`config.mk`:
```
export PLATFORM = sky130hd
export DESIGN_NAME = tri_setup
export DESIGN_NICKNAME = d
export VERILOG_FILES = /design/src/raster_pkg.sv /design/src/tri_setup.sv
export SDC_FILE = /design/constraint.sdc
export NUM_CORES = 2
export LEC_CHECK = 0
export BUFFER_PORTS_ARGS = -buffer_cell sky130_fd_sc_hd__buf_2
export CAP_MARGIN = 40
export CORE_MARGIN = 1.5
export CORE_UTILIZATION = 69
export CTS_BUF_LIST = sky130_fd_sc_hd__clkbuf_16
export CTS_CLUSTER_SIZE = 14
export DETAILED_ROUTE_END_ITERATION = 8
export PLACE_DENSITY = 0.9
export SLEW_MARGIN = 20
export SYNTH_ARGS = -nofsm -noshare
export SYNTH_HDL_FRONTEND = slang
export SYNTH_SLANG_ARGS = --single-unit
```
`constraint.sdc`:
```
create_clock -name clk -period 39.1 [get_ports clk]
set_input_delay 1.955 -clock clk [delete_from_list [all_inputs] [get_ports clk]]
set_output_delay 1.955 -clock clk [all_outputs]
set_load 0.01 [all_outputs]
```
`src/raster_pkg.sv`:
```
package raster_pkg;

    // Screen size in pixels
    localparam int FB_W = 32;
    localparam int FB_H = 16;

    localparam int COORD_W = 16;
    localparam int DEPTH_W = 16;
    localparam int GRAD_W  = 16;

    // Coordinates and edge values share one signed width
    typedef logic signed [COORD_W-1:0] coord_t;
    typedef logic [DEPTH_W-1:0] depth_t;
    typedef logic signed [GRAD_W-1:0] grad_t;

    typedef enum logic [1:0] {
        SETUP_IDLE,
        SETUP_EDGES,
        SETUP_BUSY
    } setup_state_t;

    typedef enum logic [2:0] {
        TILE_IDLE,
        TILE_CLIP,
        TILE_INIT,
        TILE_DRAW,
        TILE_DONE
    } tile_state_t;

endpackage

```
`src/tri_setup.sv`:
```
`timescale 1ns/1ps

module tri_setup #(
    parameter int NUM_TILES = 4,
    parameter int TILE_W = 8,
    parameter int FB_H = 16
) (
    input  logic clk,
    input  logic rst,
    input  logic start,
    input  raster_pkg::coord_t x0,
    input  raster_pkg::coord_t y0,
    input  raster_pkg::coord_t x1,
    input  raster_pkg::coord_t y1,
    input  raster_pkg::coord_t x2,
    input  raster_pkg::coord_t y2,
    input  raster_pkg::depth_t z0,
    input  raster_pkg::grad_t dzdx,
    input  raster_pkg::grad_t dzdy,
    input  logic frame_done,
    output logic busy,
    output logic tri_valid,
    output raster_pkg::coord_t min_x,
    output raster_pkg::coord_t max_x,
    output raster_pkg::coord_t min_y,
    output raster_pkg::coord_t max_y,
    output raster_pkg::coord_t e0_start,
    output raster_pkg::coord_t e1_start,
    output raster_pkg::coord_t e2_start,
    output raster_pkg::coord_t e0_dx,
    output raster_pkg::coord_t e1_dx,
    output raster_pkg::coord_t e2_dx,
    output raster_pkg::coord_t e0_dy,
    output raster_pkg::coord_t e1_dy,
    output raster_pkg::coord_t e2_dy,
    output raster_pkg::depth_t z_start,
    output raster_pkg::grad_t dzdx_o,
    output raster_pkg::grad_t dzdy_o,
    output logic empty
);
    import raster_pkg::*;

    localparam int SCR_W = NUM_TILES * TILE_W;

    setup_state_t state;
    coord_t vx[3];
    coord_t vy[3];
    depth_t vz0;
    coord_t raw_lo_x;
    coord_t raw_hi_x;
    coord_t raw_lo_y;
    coord_t raw_hi_y;
    coord_t box_lo_x;
    coord_t box_hi_x;
    coord_t box_lo_y;
    coord_t box_hi_y;
    coord_t area;
    logic off_screen;

    function automatic coord_t min3(input coord_t a, input coord_t b, input coord_t c);
        coord_t m;
        m = (a < b) ? a : b;
        return (m < c) ? m : c;
    endfunction

    function automatic coord_t max3(input coord_t a, input coord_t b, input coord_t c);
        coord_t m;
        m = (a > b) ? a : b;
        return (m > c) ? m : c;
    endfunction

    function automatic coord_t clamp(input coord_t v, input coord_t hi);
        if (v < 0) begin
            return '0;
        end
        return (v > hi) ? hi : v;
    endfunction

    // Positive on the inner side of edge a->b for the positive winding
    function automatic coord_t edge_fn(input coord_t ax, ay, bx, by, px, py);
        return (px - ax) * (by - ay) - (py - ay) * (bx - ax);
    endfunction

    always_comb begin
        raw_lo_x = min3(vx[0], vx[1], vx[2]);
        raw_hi_x = max3(vx[0], vx[1], vx[2]);
        raw_lo_y = min3(vy[0], vy[1], vy[2]);
        raw_hi_y = max3(vy[0], vy[1], vy[2]);
        off_screen = (raw_hi_x < 0) || (raw_lo_x > coord_t'(SCR_W - 1)) ||
                     (raw_hi_y < 0) || (raw_lo_y > coord_t'(FB_H - 1));
        box_lo_x = clamp(raw_lo_x, coord_t'(SCR_W - 1));
        box_hi_x = clamp(raw_hi_x, coord_t'(SCR_W - 1));
        box_lo_y = clamp(raw_lo_y, coord_t'(FB_H - 1));
        box_hi_y = clamp(raw_hi_y, coord_t'(FB_H - 1));
        area = edge_fn(vx[0], vy[0], vx[1], vy[1], vx[2], vy[2]);
    end

    always_ff @(posedge clk) begin
        if (state == SETUP_IDLE && start) begin
            vx[0] <= x0;
            vy[0] <= y0;
            vx[1] <= x1;
            vy[1] <= y1;
            vx[2] <= x2;
            vy[2] <= y2;
            vz0 <= z0;
            dzdx_o <= dzdx;
            dzdy_o <= dzdy;
        end
        if (state == SETUP_EDGES) begin
            min_x <= box_lo_x;
            max_x <= box_hi_x;
            min_y <= box_lo_y;
            max_y <= box_hi_y;
            e0_start <= edge_fn(vx[0], vy[0], vx[1], vy[1], box_lo_x, box_lo_y);
            e1_start <= edge_fn(vx[1], vy[1], vx[2], vy[2], box_lo_x, box_lo_y);
            e2_start <= edge_fn(vx[2], vy[2], vx[0], vy[0], box_lo_x, box_lo_y);
            e0_dx <= vy[1] - vy[0];
            e1_dx <= vy[2] - vy[1];
            e2_dx <= vy[0] - vy[2];
            e0_dy <= vx[0] - vx[1];
            e1_dy <= vx[1] - vx[2];
            e2_dy <= vx[2] - vx[0];
            // Plane depth at the clamped corner, wraps to DEPTH_W
            z_start <= vz0 + depth_t'(dzdx_o * (box_lo_x - vx[0]))
                           + depth_t'(dzdy_o * (box_lo_y - vy[0]));
            empty <= off_screen || (area <= 0);
        end
    end

    always_ff @(posedge clk or posedge rst) begin
        if (rst) begin
            state <= SETUP_IDLE;
            tri_valid <= 1'b0;
        end else begin
            tri_valid <= (state == SETUP_EDGES);
            case (state)
                SETUP_IDLE: begin
                    if (start) begin
                        state <= SETUP_EDGES;
                    end
                end
                SETUP_EDGES: begin
                    state <= SETUP_BUSY;
                end
                SETUP_BUSY: begin
                    if (frame_done) begin
                        state <= SETUP_IDLE;
                    end
                end
                default: begin
                    state <= SETUP_IDLE;
                end
            endcase
        end
    end

    assign busy = (state != SETUP_IDLE);

    a_start_idle: assert property (@(posedge clk) disable iff (rst) start |-> !busy)
        else $error("start while a triangle is in flight");

endmodule

```
# --- Word-level counts from Yosys, hierarchy flattened ---
# Memory sizes are Yosys's and may differ from the RTL's.
# Index checks and enable logic that the tools add are counted.
classes:
  n_mul: 10
  n_addsub: 22
  n_reduce_logical: 8
  mux: 29
  magnitude_cmp: 17
  eq_ne: 4
op_table:
  columns: ["cell", "n"]
  rows:
  - ["$mux 16", 20]
  - ["$sub 16x16->16", 20]
  - ["$mul 16x16->16", 10]
  - ["$gt 16x16->1", 4]
  - ["$lt 16x1->1 const B", 4]
  - ["$lt 16x16->1", 4]
  - ["$add 16x16->16", 2]
  - ["$gt 16x5->1 const B", 2]
  - ["$gt 16x6->1 const B", 2]
  - ["$le 16x1->1 const B", 1]
  - ["$mux 1", 6]
  - ["$pmux 2 s3", 1]
  - ["$logic_or 1x1->1", 4]
  - ["$mux 2", 2]
  - ["$ne 2x2->1 const B", 2]
  - ["$eq 2x1->1 const B", 1]
  - ["$eq 2x2->1 const B", 1]
  - ["$logic_not 2->1", 1]
  - ["$reduce_and 2->1", 1]
  - ["$reduce_bool 2->1", 1]
  - ["$logic_and 1x1->1", 1]
word_totals:
  mem_bits_rw: 96
  mem_count: 2
  register_bits: 276
  output_inout_bits: 259
  wordCells: 112
  input_bits: 148
mem_list:
  columns: ["name", "words", "width", "rd", "rd_ports_with_merged_regs", "wr", "line_no", "rtl"]
  rows:
  - ["vx", 3, 16, 3, 0, 3, "tri_setup.sv:46", "coord_t vx[3];"]
  - ["vy", 3, 16, 3, 0, 3, "tri_setup.sv:47", "coord_t vy[3];"]

# --- Logic depth before layout (Yosys ltp) ---
depth:
  ltp_word: 11
  ltp_mapped: 67
  mapped_depth_nobuf: 64

# --- Least setup slack after synthesis ---
# No wires, ideal clock.
synth_timing:
  path_kind: "reg-to-reg"
  from: "memory vx[0][1] in the netlist's numbering"
  to: "register e0_start[15] (data pin)"
  setup_ns: 0.268
  period_less_slack_ns: 14.365
  setup_slack_ns: 24.735
  t_required_ns: 38.832
  path_buffers: 3
  arrival_time_ns: 14.098
  stages_incl_launch_ff: 60
  cell_sequence: "edfxtp_1 > inv_1 > fa_1 > nor2b_1 > o21ai_1 > a21boi_0 > o21ai_0 > a21boi_1 > o21ai_0 > a211oi_1 > a2bb2oi_1 > buf_2 > buf_1 > clkbuf_1 > o21ai_0 > ha_1 > a21o_1 > a21o_1 > [24 not listed] > fa_1 > fa_1 > inv_1 > fa_1 > fa_1 > xor2_1 > xnor2_1 > xnor2_1 > xnor2_1 > xnor2_1 > xnor2_1 > xnor2_1 > xnor2_1 > xnor3_1 > xnor2_1 > xnor2_1 > xor3_1 > xnor3_1"
synth_rtl:
  columns: ["element", "line_no", "rtl"]
  rows:
  - ["from (decl)", "tri_setup.sv:46", null]
  - ["to (signal assigned)", "tri_setup.sv:115", "e0_start <= edge_fn(vx[0], vy[0], vx[1], vy[1], box_lo_x, box_lo_y);"]
  - ["to (decl)", "tri_setup.sv:27", "output raster_pkg::coord_t e0_start,"]

==> flow_summary.json <==
{
  "grt_busiest_layer": "met2",
  "port_buffers": 404,
  "crit_start": "vx[0][1]",
  "cts.repair.resized": 0,
  "clock_skew_ns": 0.0381,
  "drv_cap": 0,
  "max_slew_margin": 0.293,
  "critPathCaptureType": "flip-flop",
  "numCtsBuffers": 43,
  "synthArstFlopShare": 0.00811,
  "cts_tree": "done",
  "grt.total_usage": 0.449,
  "rows": 112,
  "netlist_instances": 6950,
  "antenna_found_initial": 21,
  "routedWlPerCell_um": 24.5,
  "synthToLayoutAreaGrowth_pct": 9.58,
  "path_clk_slew_ns": 0.07,
  "setup_viol_count_final": 0,
  "root_buffer": "clkbuf_16",
  "holdWs_ns": 0.554,
  "nets": 9438,
  "reg_top3": "vx: 48 flops, vy: 48 flops",
  "synthFlopType": "edfxtp_1",
  "post-route-util": 0.767,
  "worstPathRequired_ns": 39.50,
  "crit_slowest_cell": "o41ai_1",
  "clk_path_buf_depth": 3,
  "min_period_ns": 16.87,
  "vias": 53231,
  "synth_edf_count": 367,
  "hold_viol": 0,
  "crit_type": "reg2reg",
  "grt_use_met3": 0.124,
  "clk_latency_ns": 0.66,
  "drive_above_1_share": 0.0978,
  "tightestPinTransition_ns": 1.06,
  "hp-start": "state[1]",
  "grtUsageMet2": 0.696,
  "drt_drc_violations_left": 0,
  "ctsHoldBuffers": 0,
  "clock_tree.htree_level_count": 2,
  "grt_max_degree": 145,
  "firstDrtPassIters": 9,
  "max_stage_delay_ns": 0.65,
  "rsz0062_at_grt": "false",
  "grt_pass1_wl_um": 327000,
  "drtAntennaViolNets": 0,
  "start_util": 0.700,
  "drv_slew": 0,
  "hp-class": "reg2reg",
  "overflow": 0,
  "status": "complete, no violations",
  "synth_cell_type_count": 86,
  "routabilityCongestion": 1.10,
  "fin_crit_sh": 0.431,
  "drtIter0Drc": 5815,
  "syn-cell-area_mm2": 0.0656,
  "clock_sinks": 370,
  "yosysWarnings": 0,
  "totalWireLength_um": 215000,
  "crit_path_start_kind": "flip-flop",
  "fp.dieArea_mm2": 0.0969,
  "ys_seq_area_frac": 0.169,
  "io_pins": 407,
  "cp_max_fo": 20,
  "die_width_um": 311,
  "post_cts_buffers": 0,
  "grt_pass1_vias": 57051,
  "syn_avg_cell_area_um2": 9.44,
  "tns_ns": 0,
  "cp.arrival_ns": 17.27,
  "fp.dieH_um": 311,
  "dp_hpwl_um": 174000,
  "grt_use_met1": 0.547,
  "reg2reg_from": "vx[0][1]",
  "ys_ff_latch": 370,
  "vias_per_cell": 6.06,
  "core_area_mm2": 0.0937,
  "fmax_mhz": 59.3
}
==> stage by stage <==
| stage | cells | cell area [µm²] | setup WS, ns |
|---|---|---|---|
| finish | 8788 | 71900 | 22.23 |
| global route | 8782 | 71900 | 21.15 |
| CTS | 8759 | 71700 | 22.49 |
| detailed placement | 8679 | 70200 | 22.59 |
| global placement | 8640 | 69800 | 23.00 |
| floorplan | 7058 | 66000 | 24.73 |
==> cells by family after synthesis <==
family | Yosys count | synth area share
simple gates | 1893 | 0.131
fa+ha+maj | 1806 | 0.455
buf+inv | 1606 | 0.0925
compound gates | 700 | 0.0690
xor+xnor | 563 | 0.0816
flops | 370 | 0.169
mux | 11 | 0.00176
other cells | 1 | 0.0000572
==> cells in the final DEF, fill, tap and decap left out, types with 27 or more instances in the layout <==
cell type / netlist / layout
inv_1: 1421 / 1424
fa_1: 961 / 961
ha_1: 845 / 845
nand2_1: 644 / 644
nor2_1: 617 / 616
buf_2: 10 / 414
xnor2_1: 405 / 388
edfxtp_1: 367 / 367
and2_1: 207 / 207
a21oi_1: 190 / 190
o21ai_0: 163 / 160
nand2b_1: 131 / 131
buf_4: 2 / 125
xor2_1: 123 / 120
conb_1: 1 / 109
a21o_1: 100 / 100
nor2b_1: 97 / 96
o21a_1: 55 / 55
o21bai_1: 53 / 53
clkbuf_16: 0 / 43
nor3_1: 40 / 40
nand3_1: 38 / 38
or2_2: 34 / 34
nor4_1: 27 / 27
==> worst max-delay path: cells and delay by family, from the launching register on <==
kind | cells | cell delay, ns
simple gates | 9 | 1.58
buf+inv | 6 | 0.84
compound gates | 21 | 5.28
mux | 1 | 0.39
flops | 1 | 0.49
xor+xnor | 13 | 2.87
fa+ha+maj | 11 | 5.16
==> path summary, 6_finish.rpt <==
| kind | endpoint | slack (ns) | cells after the start |
|---|---|---|---|
| worst max register to register | e0_start[15] | 22.23 | 61 |
| worst max-delay path | e0_start[15] | 22.23 | 61 |
| min in group asynchronous | state[0] | 1.16 | 2 |
| worst min-delay path | state[1] | 0.55 | 1 |
| max in group asynchronous | state[1] | 37.82 | 2 |
| worst min register to register | state[1] | 0.55 | 1 |
==> cell usage after synthesis, types with 14 or more instances <==
cell,count,area share
o21bai_1,53,0.0061
nor2_1,617,0.035
a21oi_1,190,0.014
nor4_1,27,0.0026
nand4_1,21,0.0020
and2_1,207,0.020
xnor3_1,22,0.0076
or2_2,34,0.0032
a31oi_1,17,0.0016
nand3_1,38,0.0029
inv_1,1421,0.081
nand2_1,644,0.037
nand2b_1,131,0.012
and3_1,14,0.0013
ha_1,845,0.16
nor2b_1,97,0.0093
a211oi_1,15,0.0017
xnor2_1,405,0.054
o21a_1,55,0.0063
a21o_1,100,0.011
edfxtp_1,367,0.17
o21ai_0,163,0.012
fa_1,961,0.29
clkbuf_1,161,0.0092
xor2_1,123,0.016
nor3_1,40,0.0031
==> metal layers <==
metal / up-vias / wire length [µm]
met5: - / 118
met2: 3696 / 96100
li1: 22603 / -
met4: 16 / 18200
met3: 1069 / 26400
met1: 25847 / 74500
==> final cells by class <==
cell class | instances | area (µm²)
timing repair buffer | 561 | 3300
sequential | 370 | 11100
clock buffer | 43 | 1080
multi-input combinational | 5082 | 49000
clock inverter | 37 | 428
fill | 6055 | 21900
tap | 1254 | 1570
antenna | 15 | 37.5
inverter | 1426 | 5350
Power is not shown: default switching activity piles up to over one toggle a cycle in this logic, so the estimate is an artifact.
