===== config.mk =====
export PLATFORM = sky130hd
export DESIGN_NAME = tile_raster
export DESIGN_NICKNAME = d
export VERILOG_FILES = /design/src/raster_pkg.sv /design/src/tile_raster.sv
export SDC_FILE = /design/constraint.sdc
export NUM_CORES = 2
export LEC_CHECK = 0
export ABC_AREA = 1
export BUFFER_PORTS_ARGS = -buffer_cell sky130_fd_sc_hd__buf_4
export CORE_ASPECT_RATIO = 2
export CORE_UTILIZATION = 37
export DETAILED_ROUTE_END_ITERATION = 16
export PLACE_DENSITY = 0.6
export REMOVE_ABC_BUFFERS = 1
export SETUP_SLACK_MARGIN = 0.02
export SYNTH_ARGS = -nofsm -noshare
export SYNTH_HDL_FRONTEND = slang
export SYNTH_SLANG_ARGS = --single-unit

===== constraint.sdc =====
create_clock -name clk -period 9.4 [get_ports clk]
set_input_delay 0 -clock clk [delete_from_list [all_inputs] [get_ports clk]]
set_output_delay 0 -clock clk [all_outputs]
set_load 0.05 [all_outputs]

===== src/raster_pkg.sv =====
package raster_pkg;

    // Screen size in pixels
    localparam int FB_W = 32;
    localparam int FB_H = 16;

    localparam int COORD_W = 16;
    localparam int DEPTH_W = 16;
    localparam int GRAD_W  = 16;

    // Coordinates and edge values share one signed width
    typedef logic signed [COORD_W-1:0] coord_t;
    typedef logic [DEPTH_W-1:0] depth_t;
    typedef logic signed [GRAD_W-1:0] grad_t;

    typedef enum logic [1:0] {
        SETUP_IDLE,
        SETUP_EDGES,
        SETUP_BUSY
    } setup_state_t;

    typedef enum logic [2:0] {
        TILE_IDLE,
        TILE_CLIP,
        TILE_INIT,
        TILE_DRAW,
        TILE_DONE
    } tile_state_t;

endpackage


===== src/tile_raster.sv =====
`timescale 1ns/1ps

module tile_raster #(
    parameter int TILE_ID = 0,
    parameter int TILE_W = 8,
    parameter int FB_H = 16,
    localparam int ADDR_W = $clog2(TILE_W * FB_H)
) (
    input  logic clk,
    input  logic rst,
    input  logic tri_valid,
    input  logic empty,
    input  raster_pkg::coord_t min_x,
    input  raster_pkg::coord_t max_x,
    input  raster_pkg::coord_t min_y,
    input  raster_pkg::coord_t max_y,
    input  raster_pkg::coord_t e0_start,
    input  raster_pkg::coord_t e1_start,
    input  raster_pkg::coord_t e2_start,
    input  raster_pkg::coord_t e0_dx,
    input  raster_pkg::coord_t e1_dx,
    input  raster_pkg::coord_t e2_dx,
    input  raster_pkg::coord_t e0_dy,
    input  raster_pkg::coord_t e1_dy,
    input  raster_pkg::coord_t e2_dy,
    input  raster_pkg::depth_t z_start,
    input  raster_pkg::grad_t dzdx,
    input  raster_pkg::grad_t dzdy,
    output logic frag_we,
    output logic [ADDR_W-1:0] frag_addr,
    output raster_pkg::depth_t frag_depth,
    output logic tile_done
);
    import raster_pkg::*;

    // Columns owned by this tile
    localparam int STRIP_LO = TILE_ID * TILE_W;
    localparam int STRIP_HI = STRIP_LO + TILE_W - 1;

    tile_state_t state;
    coord_t clip_lo;
    coord_t clip_hi;
    logic clip_empty;
    coord_t x_lo;
    coord_t x_hi;
    coord_t off;
    coord_t x;
    coord_t y;
    logic last_px;
    coord_t e_start[3];
    coord_t e_dx[3];
    coord_t e_dy[3];
    coord_t e_val[3];
    coord_t e_row[3];
    depth_t z;
    depth_t z_row;

    always_comb begin
        e_start[0] = e0_start;
        e_start[1] = e1_start;
        e_start[2] = e2_start;
        e_dx[0] = e0_dx;
        e_dx[1] = e1_dx;
        e_dx[2] = e2_dx;
        e_dy[0] = e0_dy;
        e_dy[1] = e1_dy;
        e_dy[2] = e2_dy;
    end

    // Box limited to this strip
    always_comb begin
        clip_lo = (min_x > coord_t'(STRIP_LO)) ? min_x : coord_t'(STRIP_LO);
        clip_hi = (max_x < coord_t'(STRIP_HI)) ? max_x : coord_t'(STRIP_HI);
        clip_empty = (clip_lo > clip_hi);
    end

    assign off = x_lo - min_x;
    assign last_px = (x == x_hi) && (y == max_y);

    always_ff @(posedge clk or posedge rst) begin
        if (rst) begin
            state <= TILE_IDLE;
        end else begin
            case (state)
                TILE_IDLE, TILE_DONE: begin
                    if (tri_valid) begin
                        state <= (empty || clip_empty) ? TILE_DONE : TILE_CLIP;
                    end
                end
                TILE_CLIP: begin
                    state <= TILE_INIT;
                end
                TILE_INIT: begin
                    state <= TILE_DRAW;
                end
                TILE_DRAW: begin
                    if (last_px) begin
                        state <= TILE_DONE;
                    end
                end
                default: begin
                    state <= TILE_IDLE;
                end
            endcase
        end
    end

    always_ff @(posedge clk) begin
        case (state)
            TILE_CLIP: begin
                x_lo <= clip_lo;
                x_hi <= clip_hi;
            end
            TILE_INIT: begin
                // Move from the box corner to the strip corner
                x <= x_lo;
                y <= min_y;
                z <= z_start + depth_t'(dzdx * off);
                z_row <= z_start + depth_t'(dzdx * off);
                for (int i = 0; i < 3; i++) begin
                    e_val[i] <= e_start[i] + e_dx[i] * off;
                    e_row[i] <= e_start[i] + e_dx[i] * off;
                end
            end
            TILE_DRAW: begin
                if (x < x_hi) begin
                    x <= x + coord_t'(1);
                    z <= z + depth_t'(dzdx);
                    for (int i = 0; i < 3; i++) begin
                        e_val[i] <= e_val[i] + e_dx[i];
                    end
                end else begin
                    // Next row restarts from the saved row start
                    x <= x_lo;
                    y <= y + coord_t'(1);
                    z <= z_row + depth_t'(dzdy);
                    z_row <= z_row + depth_t'(dzdy);
                    for (int i = 0; i < 3; i++) begin
                        e_val[i] <= e_row[i] + e_dy[i];
                        e_row[i] <= e_row[i] + e_dy[i];
                    end
                end
            end
            default: begin
            end
        endcase
    end

    assign frag_we = (state == TILE_DRAW) && (e_val[0] > 0) && (e_val[1] > 0) && (e_val[2] > 0);
    assign frag_addr = ADDR_W'(y * coord_t'(TILE_W) + (x - coord_t'(STRIP_LO)));
    assign frag_depth = z;
    assign tile_done = (state == TILE_IDLE) || (state == TILE_DONE);

    a_frag_in_strip: assert property (@(posedge clk) disable iff (rst)
        frag_we |-> (x >= coord_t'(STRIP_LO) && x <= coord_t'(STRIP_HI)))
        else $error("fragment outside strip of tile %0d", TILE_ID);

endmodule


After elaboration in Yosys (flattened, before gate mapping)
Memory sizes are Yosys's and may differ from the RTL's.
Index checks and enable logic that the tools add are counted.
{"block": "totals", "register_bits": 99, "ramBits": 96, "inputBits": 260, "word_cells": 96, "mem_count": 2}
{"name": "e_row", "words": 3, "width": 16, "read_ports": 3, "rd_ports_with_merged_regs": 0, "write_ports": 3, "line": "tile_raster.sv:54", "text": "coord_t e_row[3];"}
{"name": "e_val", "words": 3, "width": 16, "read_ports": 3, "rd_ports_with_merged_regs": 0, "write_ports": 3, "line": "tile_raster.sv:53", "text": "coord_t e_val[3];"}
{"block": "op_classes", "addsub": 16, "n_mul": 4, "order_cmp": 7, "n_eq_ne": 9, "muxes": 31, "bitwise_logic": 9, "n_reduce_logical": 11}
{"cell": "two-way mux 16 bit", "n": 15}
{"cell": "adder 16 bit", "n": 12}
{"cell": "case mux 16 bit (2 select lines)", "n": 4}
{"cell": "> comparator 16 x 1 -> 1 bit, second input constant", "n": 4}
{"cell": "multiplier 16 x 16 -> 16 bit", "n": 4}
{"cell": "adder 16 x 2 -> 16 bit, second input constant", "n": 2}
{"cell": "== test 16 bit", "n": 2}
{"cell": "> comparator 16 bit", "n": 1}
{"cell": "less-than comparator 16 bit", "n": 1}
{"cell": "less-than comparator 16 x 4 -> 1 bit, second input constant", "n": 1}
{"cell": "subtractor 16 bit", "n": 1}
{"cell": "case mux 3 bit (4 select lines)", "n": 1}
{"cell": "two-way mux 3 bit", "n": 3}
{"cell": "OR 1 bit", "n": 9}
{"cell": "two-way mux 1 bit", "n": 8}
{"cell": "adder 7 bit", "n": 1}
{"cell": "== test 3 x 2 -> 1 bit, second input constant", "n": 2}
{"cell": "inequality test 2 bit, second input constant", "n": 3}
{"cell": "logical AND 1 bit", "n": 4}
{"cell": "AND reduction 2 bit", "n": 2}
{"cell": "== test 3 x 1 -> 1 bit, second input constant", "n": 1}
{"cell": "== test 3 bit, second input constant", "n": 1}
{"cell": "logical NOT 3 bit", "n": 1}
{"cell": "logical OR 1 bit", "n": 2}
{"cell": "other kinds (2)", "n": 2}

Logic depth before layout (Yosys ltp)
{"block": "depth", "ltp_word": 7, "depth_mapped": 40, "mapped_depth_nobuf": 39}

Least setup slack after synthesis
OpenSTA, ideal clock, no wires.
{"block": "synth_path", "path_kind": "register to register", "from": "reg x_lo[0]", "to": "reg z_row[14], data pin", "setup_ps": 268, "t_arrival_ps": 6438, "path_slack_ps": 2695, "stages_incl_launch_ff": 32, "period_less_slack_ps": 6705, "path_cell_list": "edfxtp_1 inv_1 ha_1 inv_1 fa_1 nand3_1 nand3_1 nand2_1 clkbuf_1 buf_1 nor2_1 fa_1 inv_1 fa_1 inv_1 ha_1 fa_1 inv_1 fa_1 fa_1 inv_1 ha_1 nand2_1 nor2_1 a2111oi_0 o21ai_0 nand2_1 nand2_1 a21oi_1 a21oi_1 o21ai_0 o21ai_0"}
{"block": "synth_via", "elab_chain_len": 4}
{"element": "start: declaration", "line": "tile_raster.sv:44", "text": "coord_t x_lo;"}
{"element": "start signal: assignment", "line": "tile_raster.sv:111", "text": "x_lo <= clip_lo;"}
{"element": "subtractor 16 bit", "line": "tile_raster.sv:77", "text": "assign off = x_lo - min_x;"}
{"element": "multiplier 16 x 16 -> 16 bit", "line": "tile_raster.sv:119", "text": "z_row <= z_start + depth_t'(dzdx * off);"}
{"element": "adder 16 bit", "line": "tile_raster.sv:119"}
{"element": "case mux 16 bit (2 select lines)", "line": "tile_raster.sv:109", "text": "case (state)"}
{"element": "end signal: assignment", "line": "tile_raster.sv:119"}
{"element": "end signal: assignment", "line": "tile_raster.sv:137", "text": "z_row <= z_row + depth_t'(dzdy);"}
{"element": "end: declaration", "line": "tile_raster.sv:56", "text": "depth_t z_row;"}
No other way between the ends.
A chain may end at the register's enable or synchronous reset.

Worst setup path in the final report
{"block": "layout_path", "from": "reg x_lo[0]", "to": "reg z[12], in the netlist frag_depth[12], data pin"}
{"block": "layout_via", "elab_chain_len": 4}
{"element": "subtractor 16 bit", "line": "tile_raster.sv:77"}
{"element": "multiplier 16 x 16 -> 16 bit", "line": "tile_raster.sv:118", "text": "z <= z_start + depth_t'(dzdx * off);"}
{"element": "adder 16 bit", "line": "tile_raster.sv:118"}
{"element": "case mux 16 bit (2 select lines)", "line": "tile_raster.sv:109"}
{"element": "end signal: assignment", "line": "tile_raster.sv:118"}
{"element": "end signal: assignment", "line": "tile_raster.sv:128", "text": "z <= z + depth_t'(dzdx);"}
{"element": "end signal: assignment", "line": "tile_raster.sv:136", "text": "z <= z_row + depth_t'(dzdy);"}
{"element": "end: declaration", "line": "tile_raster.sv:55", "text": "depth_t z;"}
No other way between the ends.

==> flow_summary.toml <==
[die]
initial_core_utilization_pct = 37.5
io_pins = 285
std_cell_rows = 156
placeableCoreArea_mm2 = 0.0906
die_area_mm2 = 0.0930
die_width_um = 216
fp.dieH_um = 430

[min_path]
hold_path.class = "in -> reg"

[global_routing]
grt_first_pass_wirelength_um = 175000
number_of_global_route_vias_before_repair = 31400
remaining_global_route_overflow = 0
grt.total_usage_pct = 25.3
grt_antenna_before_repair = 4
grt_max_degree = 59

[detailed_routing]
routed_wire_length_per_instance_um = 19.8
route.detailed.vias_per_inst = 5.11
detail_route.wirelength_um = 116000
dr.first_iter.drc_count = 1333
dr_vias = 29700
ant_nets = 0
route.detailed.drc = 0
drt_pass1_iterations = 5

[critical_path]
setup.worst_path.start_class = "flop"
crit_fanout = 24
endpoint_kind_of_the_worst_setup_timing_path = "flop"
max_stage_delay_ns = 0.78
critPathSlowestCell = "sky130_fd_sc_hd__inv_1"
critPathKind = "reg -> reg"
top_family_by_delay_on_critical_path = "adder cells"
critical_path.n_buffers_inverters = 8
critical-path-top-cell-by-count = "sky130_fd_sc_hd__inv_1"
worst_ep_arrival_time_ns = 7.92
critical_path_required_ns = 9.70

[synth]
largest_family_of_logic_cells_by_synthesized_area = "adder cells"
synthAdderAreaFrac_pct = 38.6
syn_inst = 4329
synth_area_mm2 = 0.0339
synth_cell_type_count = 57
post_synth_mux_area_share_pct = 0
synthSimpleGateAreaFrac_pct = 19.1
yosys_warnings = 0
post_synth.cell_area_avg_um2 = 7.84
compound_gate_portion_of_the_synthesized_area_pct = 8.84
synth-seq-area-share_pct = 17.2
yosys.area_share.xor_xnor_pct = 4.66
ys_seq_elements = 195

[layout]
mostFrequentLayoutCell = "sky130_fd_sc_hd__inv_1"
syn_to_final_growth_pct = 13.9
number_of_nets_in_the_layout = 5704
fill_cells = 9309
mostFrequentLayoutCells = "sky130_fd_sc_hd__inv_1, sky130_fd_sc_hd__nand2_1, sky130_fd_sc_hd__ha_1"
layout-drive-gt1-share_pct = 8.69

[clocking]
path_clk_slew_ns = 0.09
cts-root-to-sink-buffers = 2
clock-sinks = 195
h_tree_depth_reported_by_cts = 4
numCtsBuffers = 17
cts_root_buffer = "sky130_fd_sc_hd__clkbuf_16"
tritoncts = "yes"
insertion_delay_ns = 0.54
cts_repair_resize_count = 0

[timing]
timing.max_slew.rel_slack_pct = 21.6
max_slew.worst_pin.slew_ns = 1.17
min_period_over_period_pct = 81.0
final.min_clock_period_ns = 7.62
hold_viol_final = 0
clock_skew_ns = 0.0272
finalSetupTns_ns = 0
unrepaired_setup_endpoints_after_global_routing = "false"
max_freq_ghz = 0.131
final_setup_violation_count = 0
slew_viol_final = 0

[job]
maxCapViolCount = 0

[run_status]
outcome = "finished clean"

[placement]
place.detailed.hpwl_um = 95100
io_buffer_count = 284
routabilityCongestion = 0.909
-- cell type report --
type                            count  area (um^2)  share of cell area (%)
Antenna cell                        2         5.00                  0.0129
Multi-Input combinational cell   3106        24200                    62.6
Timing Repair Buffer              378         3020                    7.80
Tap cell                         1185         1480                    3.84
Clock inverter                     13          185                   0.479
Clock buffer                       19          433                    1.12
Sequential cell                   195         5840                    15.1
Inverter                          927         3480                    9.00
-- layer usage --
layer  vias to the layer above  GRT usage [%]  wire length [um]
li1                      14200              -                 -
met1                     14400           24.6             39700
met2                       846           49.2             62600
met3                       306           3.46              5120
met4                         2           15.9              8120
met5                         -              0                13
-- path summary, 6_finish.rpt --
check	startpoint	endpoint	slack, ns	depth (start not counted)
setup / recovery	x_lo[0]	frag_depth[12]	1.78	27
hold / removal	e1_dy[13]	e_row[0][29]	0.03	4
setup reg to reg	x_lo[0]	frag_depth[12]	1.78	27
hold reg to reg	x_lo[8]	x[8]	0.57	2
max in group asynchronous	rst	state[1]	8.80	4
min in group asynchronous	rst	state[0]	0.47	4
-- state kept, by name (all words and copies together) (netlist names) --
name	flops
x_hi	16
x	16
y	16
frag_depth	16
e_val	48
x_lo	16
state	3
z_row	16
e_row	48
-- timing repair --
item	in CTS	in global routing
buffers inserted	0	0
hold buffers	71	0
endpoints found under the hold margin	61	0
-- kinds of logic (layout without fill, tap and decap cells) --
logic type / count (synthesis) / in the layout
AND/OR/NAND/NOR: 1572 / 1572
buffers and inverters: 1029 / 1337
XOR/XNOR: 179 / 179
other: 1 / 4
flip-flops: 195 / 195
adder cells (fa/ha/maj): 819 / 819
AO/OA/AOI/OAI: 534 / 534
-- synthesized netlist by cell type, drive strengths merged --
cell type / n / area (um^2)
inv: 926 / 3480
nand2: 890 / 3380
ha: 437 / 5470
nor2: 402 / 1510
fa: 382 / 7650
a21oi: 224 / 1130
edfxtp: 192 / 5770
o21ai: 190 / 958
nand3: 152 / 771
xor2: 98 / 873
xnor2: 81 / 709
clkbuf: 75 / 282
nand4: 29 / 181
buf: 27 / 159
o211ai: 27 / 203
or2: 27 / 169
nor3: 23 / 120
nand3b: 22 / 165
nor4: 19 / 119
a31oi: 17 / 106
o221ai: 14 / 123
o31ai: 14 / 105
o21bai: 11 / 82.6
a21boi: 7 / 52.6
a211oi: 6 / 45.0
and2: 6 / 40.0
a21o: 5 / 37.5
o32ai: 5 / 43.8
o21a: 4 / 30.0
dfrtp: 3 / 75.1
a22o: 2 / 17.5
nor3b: 2 / 15.0
o22ai: 2 / 12.5
a2111oi: 1 / 8.76
a221oi: 1 / 8.76
a41oi: 1 / 8.76
clkinv: 1 / 3.75
conb: 1 / 3.75
o2111ai: 1 / 8.76
o211a: 1 / 10.0
o311ai: 1 / 8.76
-- worst register-to-register path, stage by stage, from the launching register on --
cell and delay, ns:
sky130_fd_sc_hd__edfxtp_1 0.36, sky130_fd_sc_hd__inv_1 0.08, sky130_fd_sc_hd__ha_2 0.15, sky130_fd_sc_hd__inv_1 0.06, sky130_fd_sc_hd__fa_2 0.38, sky130_fd_sc_hd__inv_1 0.07
sky130_fd_sc_hd__nand2_1 0.12, sky130_fd_sc_hd__and2_4 0.29, sky130_fd_sc_hd__inv_1 0.80, sky130_fd_sc_hd__buf_4 0.31, sky130_fd_sc_hd__nor2_1 0.07, sky130_fd_sc_hd__fa_1 0.51
sky130_fd_sc_hd__fa_1 0.59, sky130_fd_sc_hd__ha_1 0.24, sky130_fd_sc_hd__ha_1 0.31, sky130_fd_sc_hd__fa_1 0.51, sky130_fd_sc_hd__inv_1 0.05, sky130_fd_sc_hd__fa_1 0.48
sky130_fd_sc_hd__inv_1 0.04, sky130_fd_sc_hd__ha_1 0.32, sky130_fd_sc_hd__nand2_1 0.10, sky130_fd_sc_hd__nor2_1 0.05, sky130_fd_sc_hd__a2111oi_0 0.58, sky130_fd_sc_hd__o21ai_0 0.26
sky130_fd_sc_hd__o21ai_0 0.34, sky130_fd_sc_hd__nand2_1 0.11, sky130_fd_sc_hd__o21ai_0 0.15, sky130_fd_sc_hd__inv_1 0.05
-- through the flow --
stage,util (%),instances,area [um^2],hold WS [ns],worst slack (ns)
after floorplan,-,4228,33500,-0.246,2.51
after global placement,41.2,5720,37300,-0.0878,1.90
after detailed placement,41.2,5720,37300,-0.0921,1.74
after CTS,42.7,5823,38700,0.00348,1.76
after global routing,42.7,5825,38700,0.0607,1.17
final,42.7,5825,38700,0.0340,1.78
Power is not shown: default switching activity piles up to over one toggle a cycle in this logic, so the estimate is an artifact.
